## src/rtl/rv_decode_pkg.sv

```systemverilog
// ------------------------------------------------------------
// Shared types and encodings of the RV32 decode stage
// Opcodes, funct fields, select codes and the control structs
// ------------------------------------------------------------
package rv_decode_pkg;

  parameter int unsigned xlen = 32;

  // ADDI x0, x0, 0
  parameter logic [xlen-1:0] rv_nop      = 32'h0000_0013;
  parameter logic [xlen-1:0] ebreak_inst = 32'h0010_0073;

  typedef enum logic [6:0] {
    opc_load     = 7'b0000011,
    opc_custom   = 7'b0001011,
    opc_misc_mem = 7'b0001111,
    opc_op_imm   = 7'b0010011,
    opc_auipc    = 7'b0010111,
    opc_store    = 7'b0100011,
    opc_op       = 7'b0110011,
    opc_lui      = 7'b0110111,
    opc_branch   = 7'b1100011,
    opc_jalr     = 7'b1100111,
    opc_jal      = 7'b1101111,
    opc_system   = 7'b1110011
  } opcode_e;

  // OP and OP_IMM
  parameter logic [2:0] f3_add_sub = 3'b000;
  parameter logic [2:0] f3_sll     = 3'b001;
  parameter logic [2:0] f3_slt     = 3'b010;
  parameter logic [2:0] f3_sltu    = 3'b011;
  parameter logic [2:0] f3_xor     = 3'b100;
  parameter logic [2:0] f3_srl_sra = 3'b101;
  parameter logic [2:0] f3_or      = 3'b110;
  parameter logic [2:0] f3_and     = 3'b111;

  // BRANCH
  parameter logic [2:0] f3_beq  = 3'b000;
  parameter logic [2:0] f3_bne  = 3'b001;
  parameter logic [2:0] f3_blt  = 3'b100;
  parameter logic [2:0] f3_bge  = 3'b101;
  parameter logic [2:0] f3_bltu = 3'b110;
  parameter logic [2:0] f3_bgeu = 3'b111;

  parameter logic [2:0] f3_fence   = 3'b000;
  parameter logic [2:0] f3_fence_i = 3'b001;

  // SYSTEM
  parameter logic [2:0] f3_priv   = 3'b000;
  parameter logic [2:0] f3_csrrw  = 3'b001;
  parameter logic [2:0] f3_csrrs  = 3'b010;
  parameter logic [2:0] f3_csrrc  = 3'b011;
  parameter logic [2:0] f3_csrrwi = 3'b101;
  parameter logic [2:0] f3_csrrsi = 3'b110;
  parameter logic [2:0] f3_csrrci = 3'b111;

  parameter logic [11:0] f12_ecall  = 12'h000;
  parameter logic [11:0] f12_ebreak = 12'h001;
  parameter logic [11:0] f12_wfi    = 12'h105;
  parameter logic [11:0] f12_mret   = 12'h302;
  parameter logic [11:0] f12_dret   = 12'h7b2;

  parameter logic [6:0] f7_base = 7'h00;
  parameter logic [6:0] f7_alt  = 7'h20;

  typedef enum logic [3:0] {
    alu_add, alu_sub, alu_sll, alu_slt, alu_sltu, alu_xor, alu_srl,
    alu_sra, alu_or, alu_and, alu_seq, alu_sne, alu_sge, alu_sgeu
  } alu_op_e;

  typedef enum logic [1:0] {src_a_rs1, src_a_pc, src_a_zero} src_a_sel_e;
  typedef enum logic [1:0] {src_b_rs2, src_b_imm, src_b_four} src_b_sel_e;
  typedef enum logic {src_c_zero, src_c_rs3} src_c_sel_e;
  typedef enum logic [1:0] {imm_i, imm_s, imm_u} imm_type_e;
  typedef enum logic [1:0] {wb_alu, wb_mem, wb_csr, wb_pcpi} wb_src_sel_e;
  typedef enum logic [2:0] {csr_idle, csr_read, csr_write, csr_set, csr_clear} csr_cmd_e;
  typedef enum logic [1:0] {prv_user = 2'b00, prv_machine = 2'b11} prv_e;

  typedef struct packed {
    logic [xlen-1:0] pc;
    logic [xlen-1:0] inst;
    logic            compressed;
  } de_inst_t;

  typedef struct packed {
    logic     ecall;
    logic     ebreak;
    logic     eret;
    logic     dret;
    logic     wfi;
    csr_cmd_e csr_cmd;
    logic     csr_imm_sel;
    logic     wr_reg;
    logic     illegal;
  } sys_ctrl_t;

  typedef struct packed {
    alu_op_e     alu_op;
    src_a_sel_e  src_a_sel;
    src_b_sel_e  src_b_sel;
    src_c_sel_e  src_c_sel;
    logic [4:0]  rs1_addr;
    logic [4:0]  rs2_addr;
    logic [4:0]  rs3_addr;
    logic        uses_rs1;
    logic        uses_rs2;
    logic        uses_rs3;
    imm_type_e   imm_type;
    wb_src_sel_e wb_src_sel;
    logic        dmem_en;
    logic        dmem_wen;
    logic [2:0]  dmem_size;
    logic [2:0]  dmem_type;
    logic        wr_reg;
    logic        illegal;
    logic        jal;
    logic        jalr;
    logic        fence_i;
    logic        pcpi_valid;
    logic        uses_pcpi;
    sys_ctrl_t   sys;
  } de_ctrl_t;

endpackage

```

## src/rtl/alu_op_decode.sv

```systemverilog
// ------------------------------------------------------------
// ALU operation lookup from funct3 and funct7
// Gives the arithmetic op, the branch compare and a non-base flag
// ------------------------------------------------------------
`timescale 1ns/1ps

module alu_op_decode (
  input  logic [2:0]             funct3_i,
  input  logic [6:0]             funct7_i,
  input  logic                   is_op_i,
  output rv_decode_pkg::alu_op_e arith_op_o,
  output rv_decode_pkg::alu_op_e branch_op_o,
  output logic                   branch_valid_o,
  output logic                   op_nonbase_o
);

  // ADDI has no sub form, the immediate sits in funct7
  always_comb begin
    case (funct3_i)
      rv_decode_pkg::f3_add_sub: begin
        arith_op_o = (is_op_i && funct7_i[5]) ? rv_decode_pkg::alu_sub : rv_decode_pkg::alu_add;
      end
      rv_decode_pkg::f3_sll:  arith_op_o = rv_decode_pkg::alu_sll;
      rv_decode_pkg::f3_slt:  arith_op_o = rv_decode_pkg::alu_slt;
      rv_decode_pkg::f3_sltu: arith_op_o = rv_decode_pkg::alu_sltu;
      rv_decode_pkg::f3_xor:  arith_op_o = rv_decode_pkg::alu_xor;
      rv_decode_pkg::f3_srl_sra: begin
        arith_op_o = funct7_i[5] ? rv_decode_pkg::alu_sra : rv_decode_pkg::alu_srl;
      end
      rv_decode_pkg::f3_or:   arith_op_o = rv_decode_pkg::alu_or;
      default:                arith_op_o = rv_decode_pkg::alu_and;
    endcase
  end

  always_comb begin
    branch_valid_o = 1'b1;
    case (funct3_i)
      rv_decode_pkg::f3_beq:  branch_op_o = rv_decode_pkg::alu_seq;
      rv_decode_pkg::f3_bne:  branch_op_o = rv_decode_pkg::alu_sne;
      rv_decode_pkg::f3_blt:  branch_op_o = rv_decode_pkg::alu_slt;
      rv_decode_pkg::f3_bge:  branch_op_o = rv_decode_pkg::alu_sge;
      rv_decode_pkg::f3_bltu: branch_op_o = rv_decode_pkg::alu_sltu;
      rv_decode_pkg::f3_bgeu: branch_op_o = rv_decode_pkg::alu_sgeu;
      default: begin
        branch_op_o    = rv_decode_pkg::alu_add;
        branch_valid_o = 1'b0;
      end
    endcase
  end

  // Anything beyond the two base funct7 codes goes to the coprocessor
  assign op_nonbase_o = (funct7_i != rv_decode_pkg::f7_base) &&
                        (funct7_i != rv_decode_pkg::f7_alt);

endmodule

```

## src/rtl/if_de_reg.sv

```systemverilog
// ------------------------------------------------------------
// Pipeline register between fetch and decode
// Kill beats stall, ebreak replaces the fetch word on injection
// ------------------------------------------------------------
`timescale 1ns/1ps

module if_de_reg #(
  parameter logic [rv_decode_pkg::xlen-1:0] start_pc = 32'h0000_0200
) (
  input  logic                           clk_i,
  input  logic                           rst_ni,
  input  logic                           stall_i,
  input  logic                           kill_i,
  input  logic                           inject_ebreak_i,
  input  logic [rv_decode_pkg::xlen-1:0] inst_i,
  input  logic [rv_decode_pkg::xlen-1:0] pc_i,
  input  logic                           compressed_i,
  output rv_decode_pkg::de_inst_t        de_o
);

  always_ff @(posedge clk_i or negedge rst_ni) begin
    if (!rst_ni) begin
      de_o.pc         <= start_pc;
      de_o.inst       <= rv_decode_pkg::rv_nop;
      de_o.compressed <= 1'b0;
    end else if (kill_i) begin
      // Squash to a NOP, PC stays for the trap logic
      de_o.inst <= rv_decode_pkg::rv_nop;
    end else if (!stall_i) begin
      de_o.pc         <= pc_i;
      de_o.compressed <= compressed_i;
      de_o.inst       <= inject_ebreak_i ? rv_decode_pkg::ebreak_inst : inst_i;
    end
  end

endmodule

```

## src/rtl/opcode_decode.sv

```systemverilog
// ------------------------------------------------------------
// Main opcode table of the decode stage
// Builds the control struct from the registered instruction
// ------------------------------------------------------------
`timescale 1ns/1ps

module opcode_decode (
  input  rv_decode_pkg::de_inst_t de_i,
  input  rv_decode_pkg::prv_e     prv_i,
  input  logic                    kill_i,
  output rv_decode_pkg::de_ctrl_t ctrl_o
);

  rv_decode_pkg::opcode_e   opcode;
  logic [2:0]               funct3;
  logic [6:0]               funct7;
  logic                     rs1_rd_zero;
  rv_decode_pkg::alu_op_e   arith_op;
  rv_decode_pkg::alu_op_e   branch_op;
  logic                     branch_valid;
  logic                     op_nonbase;
  rv_decode_pkg::sys_ctrl_t sys;

  assign opcode      = rv_decode_pkg::opcode_e'(de_i.inst[6:0]);
  assign funct3      = de_i.inst[14:12];
  assign funct7      = de_i.inst[31:25];
  assign rs1_rd_zero = (de_i.inst[19:15] == 5'd0) && (de_i.inst[11:7] == 5'd0);

  alu_op_decode u_alu_op_decode (
    .funct3_i       (funct3),
    .funct7_i       (funct7),
    .is_op_i        (opcode == rv_decode_pkg::opc_op),
    .arith_op_o     (arith_op),
    .branch_op_o    (branch_op),
    .branch_valid_o (branch_valid),
    .op_nonbase_o   (op_nonbase)
  );

  system_decode u_system_decode (
    .inst_i (de_i.inst),
    .prv_i  (prv_i),
    .sys_o  (sys)
  );

  always_comb begin
    ctrl_o            = '0;
    ctrl_o.alu_op     = rv_decode_pkg::alu_add;
    ctrl_o.src_a_sel  = rv_decode_pkg::src_a_rs1;
    ctrl_o.src_b_sel  = rv_decode_pkg::src_b_imm;
    ctrl_o.src_c_sel  = rv_decode_pkg::src_c_zero;
    ctrl_o.imm_type   = rv_decode_pkg::imm_i;
    ctrl_o.wb_src_sel = rv_decode_pkg::wb_alu;
    ctrl_o.uses_rs1   = 1'b1;
    ctrl_o.rs1_addr   = de_i.inst[19:15];
    ctrl_o.rs2_addr   = de_i.inst[24:20];
    // rs3 shares the rd field
    ctrl_o.rs3_addr   = de_i.inst[11:7];
    ctrl_o.dmem_size  = {1'b0, funct3[1:0]};
    ctrl_o.dmem_type  = funct3;
    case (opcode)
      rv_decode_pkg::opc_load: begin
        ctrl_o.wr_reg     = 1'b1;
        ctrl_o.dmem_en    = 1'b1;
        ctrl_o.wb_src_sel = rv_decode_pkg::wb_mem;
      end
      rv_decode_pkg::opc_store: begin
        ctrl_o.dmem_en  = 1'b1;
        ctrl_o.dmem_wen = 1'b1;
        ctrl_o.uses_rs2 = 1'b1;
        ctrl_o.imm_type = rv_decode_pkg::imm_s;
      end
      rv_decode_pkg::opc_branch: begin
        ctrl_o.src_b_sel = rv_decode_pkg::src_b_rs2;
        ctrl_o.uses_rs2  = 1'b1;
        ctrl_o.alu_op    = branch_op;
        ctrl_o.illegal   = !branch_valid;
      end
      // Link value is PC plus four, the target adder sits elsewhere
      rv_decode_pkg::opc_jal: begin
        ctrl_o.uses_rs1  = 1'b0;
        ctrl_o.src_a_sel = rv_decode_pkg::src_a_pc;
        ctrl_o.src_b_sel = rv_decode_pkg::src_b_four;
        ctrl_o.wr_reg    = 1'b1;
        ctrl_o.jal       = 1'b1;
      end
      rv_decode_pkg::opc_jalr: begin
        ctrl_o.src_a_sel = rv_decode_pkg::src_a_pc;
        ctrl_o.src_b_sel = rv_decode_pkg::src_b_four;
        ctrl_o.wr_reg    = 1'b1;
        ctrl_o.jalr      = 1'b1;
        ctrl_o.illegal   = (funct3 != 3'b000);
      end
      rv_decode_pkg::opc_misc_mem: begin
        if (funct3 == rv_decode_pkg::f3_fence && de_i.inst[31:28] == 4'd0 && rs1_rd_zero) begin
          // Memory is in order already, nothing to do
          ctrl_o.illegal = 1'b0;
        end else if (funct3 == rv_decode_pkg::f3_fence_i &&
                     de_i.inst[31:20] == 12'd0 && rs1_rd_zero) begin
          ctrl_o.fence_i = 1'b1;
        end else begin
          ctrl_o.illegal = 1'b1;
        end
      end
      rv_decode_pkg::opc_op_imm: begin
        ctrl_o.alu_op = arith_op;
        ctrl_o.wr_reg = 1'b1;
      end
      rv_decode_pkg::opc_op: begin
        ctrl_o.src_b_sel = rv_decode_pkg::src_b_rs2;
        ctrl_o.alu_op    = arith_op;
        ctrl_o.wr_reg    = 1'b1;
        ctrl_o.uses_rs2  = 1'b1;
        if (op_nonbase && !kill_i) begin
          ctrl_o.pcpi_valid = 1'b1;
          ctrl_o.uses_pcpi  = 1'b1;
          ctrl_o.wb_src_sel = rv_decode_pkg::wb_pcpi;
        end
      end
      rv_decode_pkg::opc_custom: begin
        ctrl_o.src_b_sel = rv_decode_pkg::src_b_rs2;
        ctrl_o.src_c_sel = rv_decode_pkg::src_c_rs3;
        ctrl_o.wr_reg    = 1'b1;
        ctrl_o.uses_rs2  = 1'b1;
        ctrl_o.uses_rs3  = 1'b1;
        if (!kill_i) begin
          ctrl_o.pcpi_valid = 1'b1;
          ctrl_o.uses_pcpi  = 1'b1;
          ctrl_o.wb_src_sel = rv_decode_pkg::wb_pcpi;
        end
      end
      rv_decode_pkg::opc_system: begin
        ctrl_o.wb_src_sel = rv_decode_pkg::wb_csr;
        ctrl_o.wr_reg     = sys.wr_reg;
        ctrl_o.illegal    = sys.illegal;
        ctrl_o.sys        = sys;
      end
      rv_decode_pkg::opc_auipc: begin
        ctrl_o.uses_rs1  = 1'b0;
        ctrl_o.src_a_sel = rv_decode_pkg::src_a_pc;
        ctrl_o.imm_type  = rv_decode_pkg::imm_u;
        ctrl_o.wr_reg    = 1'b1;
      end
      rv_decode_pkg::opc_lui: begin
        ctrl_o.uses_rs1  = 1'b0;
        ctrl_o.src_a_sel = rv_decode_pkg::src_a_zero;
        ctrl_o.imm_type  = rv_decode_pkg::imm_u;
        ctrl_o.wr_reg    = 1'b1;
      end
      default: ctrl_o.illegal = 1'b1;
    endcase
  end

endmodule

```

## src/rtl/rv_decode.sv

```systemverilog
// ------------------------------------------------------------
// Decode stage top level of the RV32 core
// IF/DE register followed by the combinational decoder
// ------------------------------------------------------------
`timescale 1ns/1ps

module rv_decode #(
  parameter logic [rv_decode_pkg::xlen-1:0] start_pc = 32'h0000_0200
) (
  input  logic                           clk_i,
  input  logic                           rst_ni,
  input  logic [rv_decode_pkg::xlen-1:0] inst_i,
  input  logic [rv_decode_pkg::xlen-1:0] pc_i,
  input  logic                           compressed_i,
  input  logic                           stall_i,
  input  logic                           kill_i,
  input  logic                           inject_ebreak_i,
  input  rv_decode_pkg::prv_e            prv_i,
  output rv_decode_pkg::de_inst_t        de_o,
  output rv_decode_pkg::de_ctrl_t        ctrl_o
);

  if_de_reg #(
    .start_pc (start_pc)
  ) u_if_de_reg (
    .clk_i           (clk_i),
    .rst_ni          (rst_ni),
    .stall_i         (stall_i),
    .kill_i          (kill_i),
    .inject_ebreak_i (inject_ebreak_i),
    .inst_i          (inst_i),
    .pc_i            (pc_i),
    .compressed_i    (compressed_i),
    .de_o            (de_o)
  );

  // Same-cycle decode of the registered word
  opcode_decode u_opcode_decode (
    .de_i   (de_o),
    .prv_i  (prv_i),
    .kill_i (kill_i),
    .ctrl_o (ctrl_o)
  );

endmodule

```

## src/rtl/system_decode.sv

```systemverilog
// ------------------------------------------------------------
// SYSTEM opcode decode into trap events and CSR commands
// Only valid while the opcode decoder sees a SYSTEM opcode
// ------------------------------------------------------------
`timescale 1ns/1ps

module system_decode (
  input  logic [rv_decode_pkg::xlen-1:0] inst_i,
  input  rv_decode_pkg::prv_e            prv_i,
  output rv_decode_pkg::sys_ctrl_t       sys_o
);

  logic [2:0]  funct3;
  logic [11:0] funct12;
  logic        rs1_zero;
  logic        rd_zero;

  assign funct3   = inst_i[14:12];
  assign funct12  = inst_i[31:20];
  assign rs1_zero = (inst_i[19:15] == 5'd0);
  assign rd_zero  = (inst_i[11:7] == 5'd0);

  always_comb begin
    sys_o             = '0;
    sys_o.csr_cmd     = rv_decode_pkg::csr_idle;
    sys_o.csr_imm_sel = funct3[2];
    sys_o.wr_reg      = (funct3 != rv_decode_pkg::f3_priv);
    case (funct3)
      rv_decode_pkg::f3_priv: begin
        if (rs1_zero && rd_zero) begin
          case (funct12)
            rv_decode_pkg::f12_ecall:  sys_o.ecall = 1'b1;
            rv_decode_pkg::f12_ebreak: sys_o.ebreak = 1'b1;
            rv_decode_pkg::f12_wfi:    sys_o.wfi = 1'b1;
            rv_decode_pkg::f12_dret:   sys_o.dret = 1'b1;
            rv_decode_pkg::f12_mret: begin
              // No return from user mode
              if (prv_i == rv_decode_pkg::prv_user) begin
                sys_o.illegal = 1'b1;
              end else begin
                sys_o.eret = 1'b1;
              end
            end
            default: sys_o.illegal = 1'b1;
          endcase
        end else begin
          sys_o.illegal = 1'b1;
        end
      end
      rv_decode_pkg::f3_csrrw, rv_decode_pkg::f3_csrrwi: begin
        sys_o.csr_cmd = rv_decode_pkg::csr_write;
      end
      // A zero rs1 or uimm only reads, no side effects on the CSR
      rv_decode_pkg::f3_csrrs, rv_decode_pkg::f3_csrrsi: begin
        sys_o.csr_cmd = rs1_zero ? rv_decode_pkg::csr_read : rv_decode_pkg::csr_set;
      end
      rv_decode_pkg::f3_csrrc, rv_decode_pkg::f3_csrrci: begin
        sys_o.csr_cmd = rs1_zero ? rv_decode_pkg::csr_read : rv_decode_pkg::csr_clear;
      end
      default: sys_o.illegal = 1'b1;
    endcase
  end

endmodule

```

## config.mk

```make
export PLATFORM = sky130hd
export DESIGN_NAME = rv_decode
export DESIGN_NICKNAME = d
export VERILOG_FILES = /design/src/rtl/rv_decode_pkg.sv /design/src/rtl/alu_op_decode.sv /design/src/rtl/if_de_reg.sv /design/src/rtl/opcode_decode.sv /design/src/rtl/rv_decode.sv /design/src/rtl/system_decode.sv
export SDC_FILE = /design/constraint.sdc
export NUM_CORES = 1
export LEC_CHECK = 0
export BUFFER_PORTS_ARGS = -buffer_cell sky130_fd_sc_hd__clkbuf_2
export CORE_ASPECT_RATIO = 1.75
export CORE_MARGIN = 2
export CORE_UTILIZATION = 47
export CTS_BUF_LIST = sky130_fd_sc_hd__clkbuf_16
export DETAILED_ROUTE_END_ITERATION = 7
export PLACE_DENSITY = 0.85
export SLEW_MARGIN = 20
export SYNTH_ARGS = -nofsm -noshare
export SYNTH_HDL_FRONTEND = slang
export SYNTH_SLANG_ARGS = --single-unit
export TNS_END_PERCENT = 5
```

## constraint.sdc

```tcl
create_clock -name clk_i -period 5.25 [get_ports clk_i]
set_clock_uncertainty 0.2 [all_clocks]
set_input_delay 1.05 -clock clk_i [delete_from_list [all_inputs] [get_ports clk_i]]
set_output_delay 1.05 -clock clk_i [all_outputs]
set_load 0.02 [all_outputs]
```

==> results_dict.tcl <==
set metrics [dict create \
    outcome "finished, final reports clean" \
    drv_slew 0 \
    powerDensity_nw_per_um2 333 \
    fin_crit_ps 3810 \
    die_x_um 67.7 \
    dieHeight_um 116 \
    postCtsHoldBufs 0 \
    ios 194 \
    grt_pass1_vias 3003 \
    regMostFlops "u_if_de_reg.de_o" \
    postPlaceCellArea_sq_um 4150 \
    grt_use_total 0.240 \
    core_sq_um 6860 \
    hold_ws_ps 303 \
    p_sw_uw 407 \
    rows 40 \
    dp_hpwl_mm 6.99 \
    vias_per_cell 5.36 \
    antenna_left 0 \
    fin_crit_sh 0.726 \
    synth-main-ff-cell "dfrtp_1" \
    timing_hold_violations_final 0 \
    clkTransAtPathRegs_ps 50 \
    wl_met3_um 563 \
    met1_length_mm 3.21 \
    crit_fanout 17 \
    place_congestion 0.817 \
    relSlewSlack 0.300 \
    clockRootBuffer "clkbuf_16" \
    drc 0 \
    hold_class "reg2reg" \
    drt-initial-drc-count 114 \
    synth.area.mux_share 0.115 \
    reg2reg_slack_ps 4070 \
    io_buffers 192 \
    ys_types 53 \
    r2r_end "u_if_de_reg.de_o[15]" \
    fin_cells 560 \
    synthCells 310 \
    final_area_sq_um 4450 \
    p_seq_frac 0.401 \
    cts_buffers 9 \
    top_regs "u_if_de_reg.de_o: 65 flops" \
    crit_buf_inv 1 \
    nNetsFinal 543 \
    r2r_start "u_if_de_reg.de_o[15]" \
    dieArea_sq_um 7820 \
    wl_per_cell_um 16.3 \
    total_power_uw 1480 \
    antenna_found_initial 0 \
    path_cells "or4b_1, nor3_1, o21bai_1, o41ai_1, clkbuf_2" \
    synth_edf_count 0 \
    drive_gt1_frac 0.544 \
    synth-seq-cells 65 \
    ys_warn_count 0 \
    setup.worst_path.class "reg2out" \
    syn_area_sq_um 3340 \
    yosys.area_share.simple 0.164 \
    placedCellCount 544 \
    drtPass1Iterations 4 \
    postCtsSetupRepairBufs 0 \
    diodes 0 \
    rsz0062_at_grt "false" \
    cp.required_ps 4000 \
    totalWireLength_mm 9.12 \
    h-tree-depth 3 \
    cp.arrival_ps 2560 \
    wl_met2_mm 5.22 \
    cpLargestDelayFamily "simple AND/OR/NAND/NOR gates" \
    critPathCaptureType "output pin" \
    whs_path_depth 1 \
    synth_seq_area_share 0.488 \
    switching_share 0.275 \
    clk_latency_ps 320 \
    cts_tree "yes" \
    holdPathEnd "u_if_de_reg.de_o[48]" \
    p_comb_frac 0.195 \
    synth_top_family_by_area "simple AND/OR/NAND/NOR gates" \
    min-delay-start "u_if_de_reg.de_o[48]" \
    cp_num_cells 5 \
    yosys.area_share.adder 0 \
    p_clk_frac 0.405 \
    tns_ps 0 \
    rr_worst_depth 1 \
    vdd_drop_max_v 0.000333 \
    largest_reg_flops 65 \
    cts_buffer_depth 2 \
    grt_overflow 0 \
    avgSynthCellArea_sq_um 10.8 \
    via_count 3001 \
    slowest_delay_ps 600 \
    cp-start-kind "flop" \
    start_util 0.487 \
    syn_nets 382 \
    grt_pass1_wl_mm 14.1 \
    synth_compound_area_frac 0.143 \
    setup_viol 0 \
    cap_violations 0 \
    syn_to_final_growth_pct 33.2 \
    clock.fmax_mhz 262 \
    tightestPinTransition_ps 1050 \
    synthXorXnorAreaFrac 0 \
    leakage_uw 0.00231 \
    top_layer_used "met4" \
    cts_sinks 65 \
    p_int_uw 1070 \
    grt_max_degree 66 \
    slowest_stage "or4b_1" \
    async_reset_ff_frac 1.00 \
    cts.repair.resized 0 \
]
-- logic make-up after synthesis --
group                  after synthesis
DFF                                 65
other                                1
muxes                               34
and+or+nand+nor                    101
buffers and inverters               46
AOI/OAI and AO/OA                   63
-- power groups by stage --
stage	Clock, uW	Sequential, uW	Combinational [uW]
after floorplan	0	648	130
after global placement	0	597	284
after detailed placement	0	600	291
after CTS	613	593	292
after global routing	636	600	310
final	599	593	288
-- routing by layer --
metal  track usage  vias up
met5             0        -
li1              -     1422
met3        0.0592       10
met2         0.436      126
met4        0.0939        0
met1         0.257     1443
-- through the flow --
stage	utilization	worst slack (ps)
6_report	0.649	1440
3_3_place_gp	0.605	1870
4_1_cts	0.649	1530
5_1_grt	0.649	1330
2_1_floorplan	-	1680
3_5_place_dp	0.605	1880
-- cell type report --
cell class | count | area, sq um
tap | 84 | 105
clock buffer | 9 | 225
inverter | 2 | 7.51
timing repair buffer | 194 | 976
clock inverter | 7 | 78.8
multi-input combinational | 199 | 1430
sequential | 65 | 1630
fill | 551 | 2410
-- synthesized netlist by cell type (4+ instances only) --
library cell | count | area share
clkbuf_1 | 11 | 0.012
nor2_1 | 31 | 0.035
dfrtp_1 | 61 | 0.46
buf_4 | 25 | 0.056
a21oi_1 | 10 | 0.015
mux2_2 | 34 | 0.11
and2_1 | 4 | 0.0075
buf_2 | 5 | 0.0075
dfstp_2 | 4 | 0.031
nand3_1 | 5 | 0.0075
a22o_1 | 26 | 0.068
nor3_1 | 12 | 0.018
nand2_1 | 17 | 0.019
o21ai_0 | 6 | 0.0090
-- cells in the final DEF, fill, tap and decap left out, types with 2 or more instances in the layout --
cell type  netlist  final
clkbuf_16        0      9
clkbuf_2         0    191
dfstp_2          4      4
nor2_1          31     30
nand2_1         17     17
a22o_1          26     26
nand4_1          2      2
nand3_1          5      5
or2_2            3      3
clkinv_1         0      2
nor2b_1          3      2
nand3b_1         2      2
dfrtp_1         61     61
or3_1            3      3
bufinv_16        0      2
nor4_1           2      2
nand2b_1         3      3
nor3_4           1      2
o22ai_1          3      3
and2_1           4      4
o21ai_0          6      6
a21oi_1         10     10
o21a_1           2      2
nor3_1          12     12
buf_4           25      2
inv_1            2      5
mux2_2          34     34
o22a_1           3      3
nand4b_1         2      2
o31ai_1          2      2
-- worst max-delay path by stage --
stage                                     from         end  slack (ps)
after global placement                prv_i[1]  ctrl_o[16]        1870
after detailed placement  u_if_de_reg.de_o[15]   ctrl_o[9]        1880
after floorplan            u_if_de_reg.de_o[5]  ctrl_o[12]        1680
final                      u_if_de_reg.de_o[6]  ctrl_o[26]        1440
after global routing       u_if_de_reg.de_o[6]  ctrl_o[26]        1330
after CTS                  u_if_de_reg.de_o[6]  ctrl_o[26]        1530
Note: power is estimated with default switching activity, not from simulation.
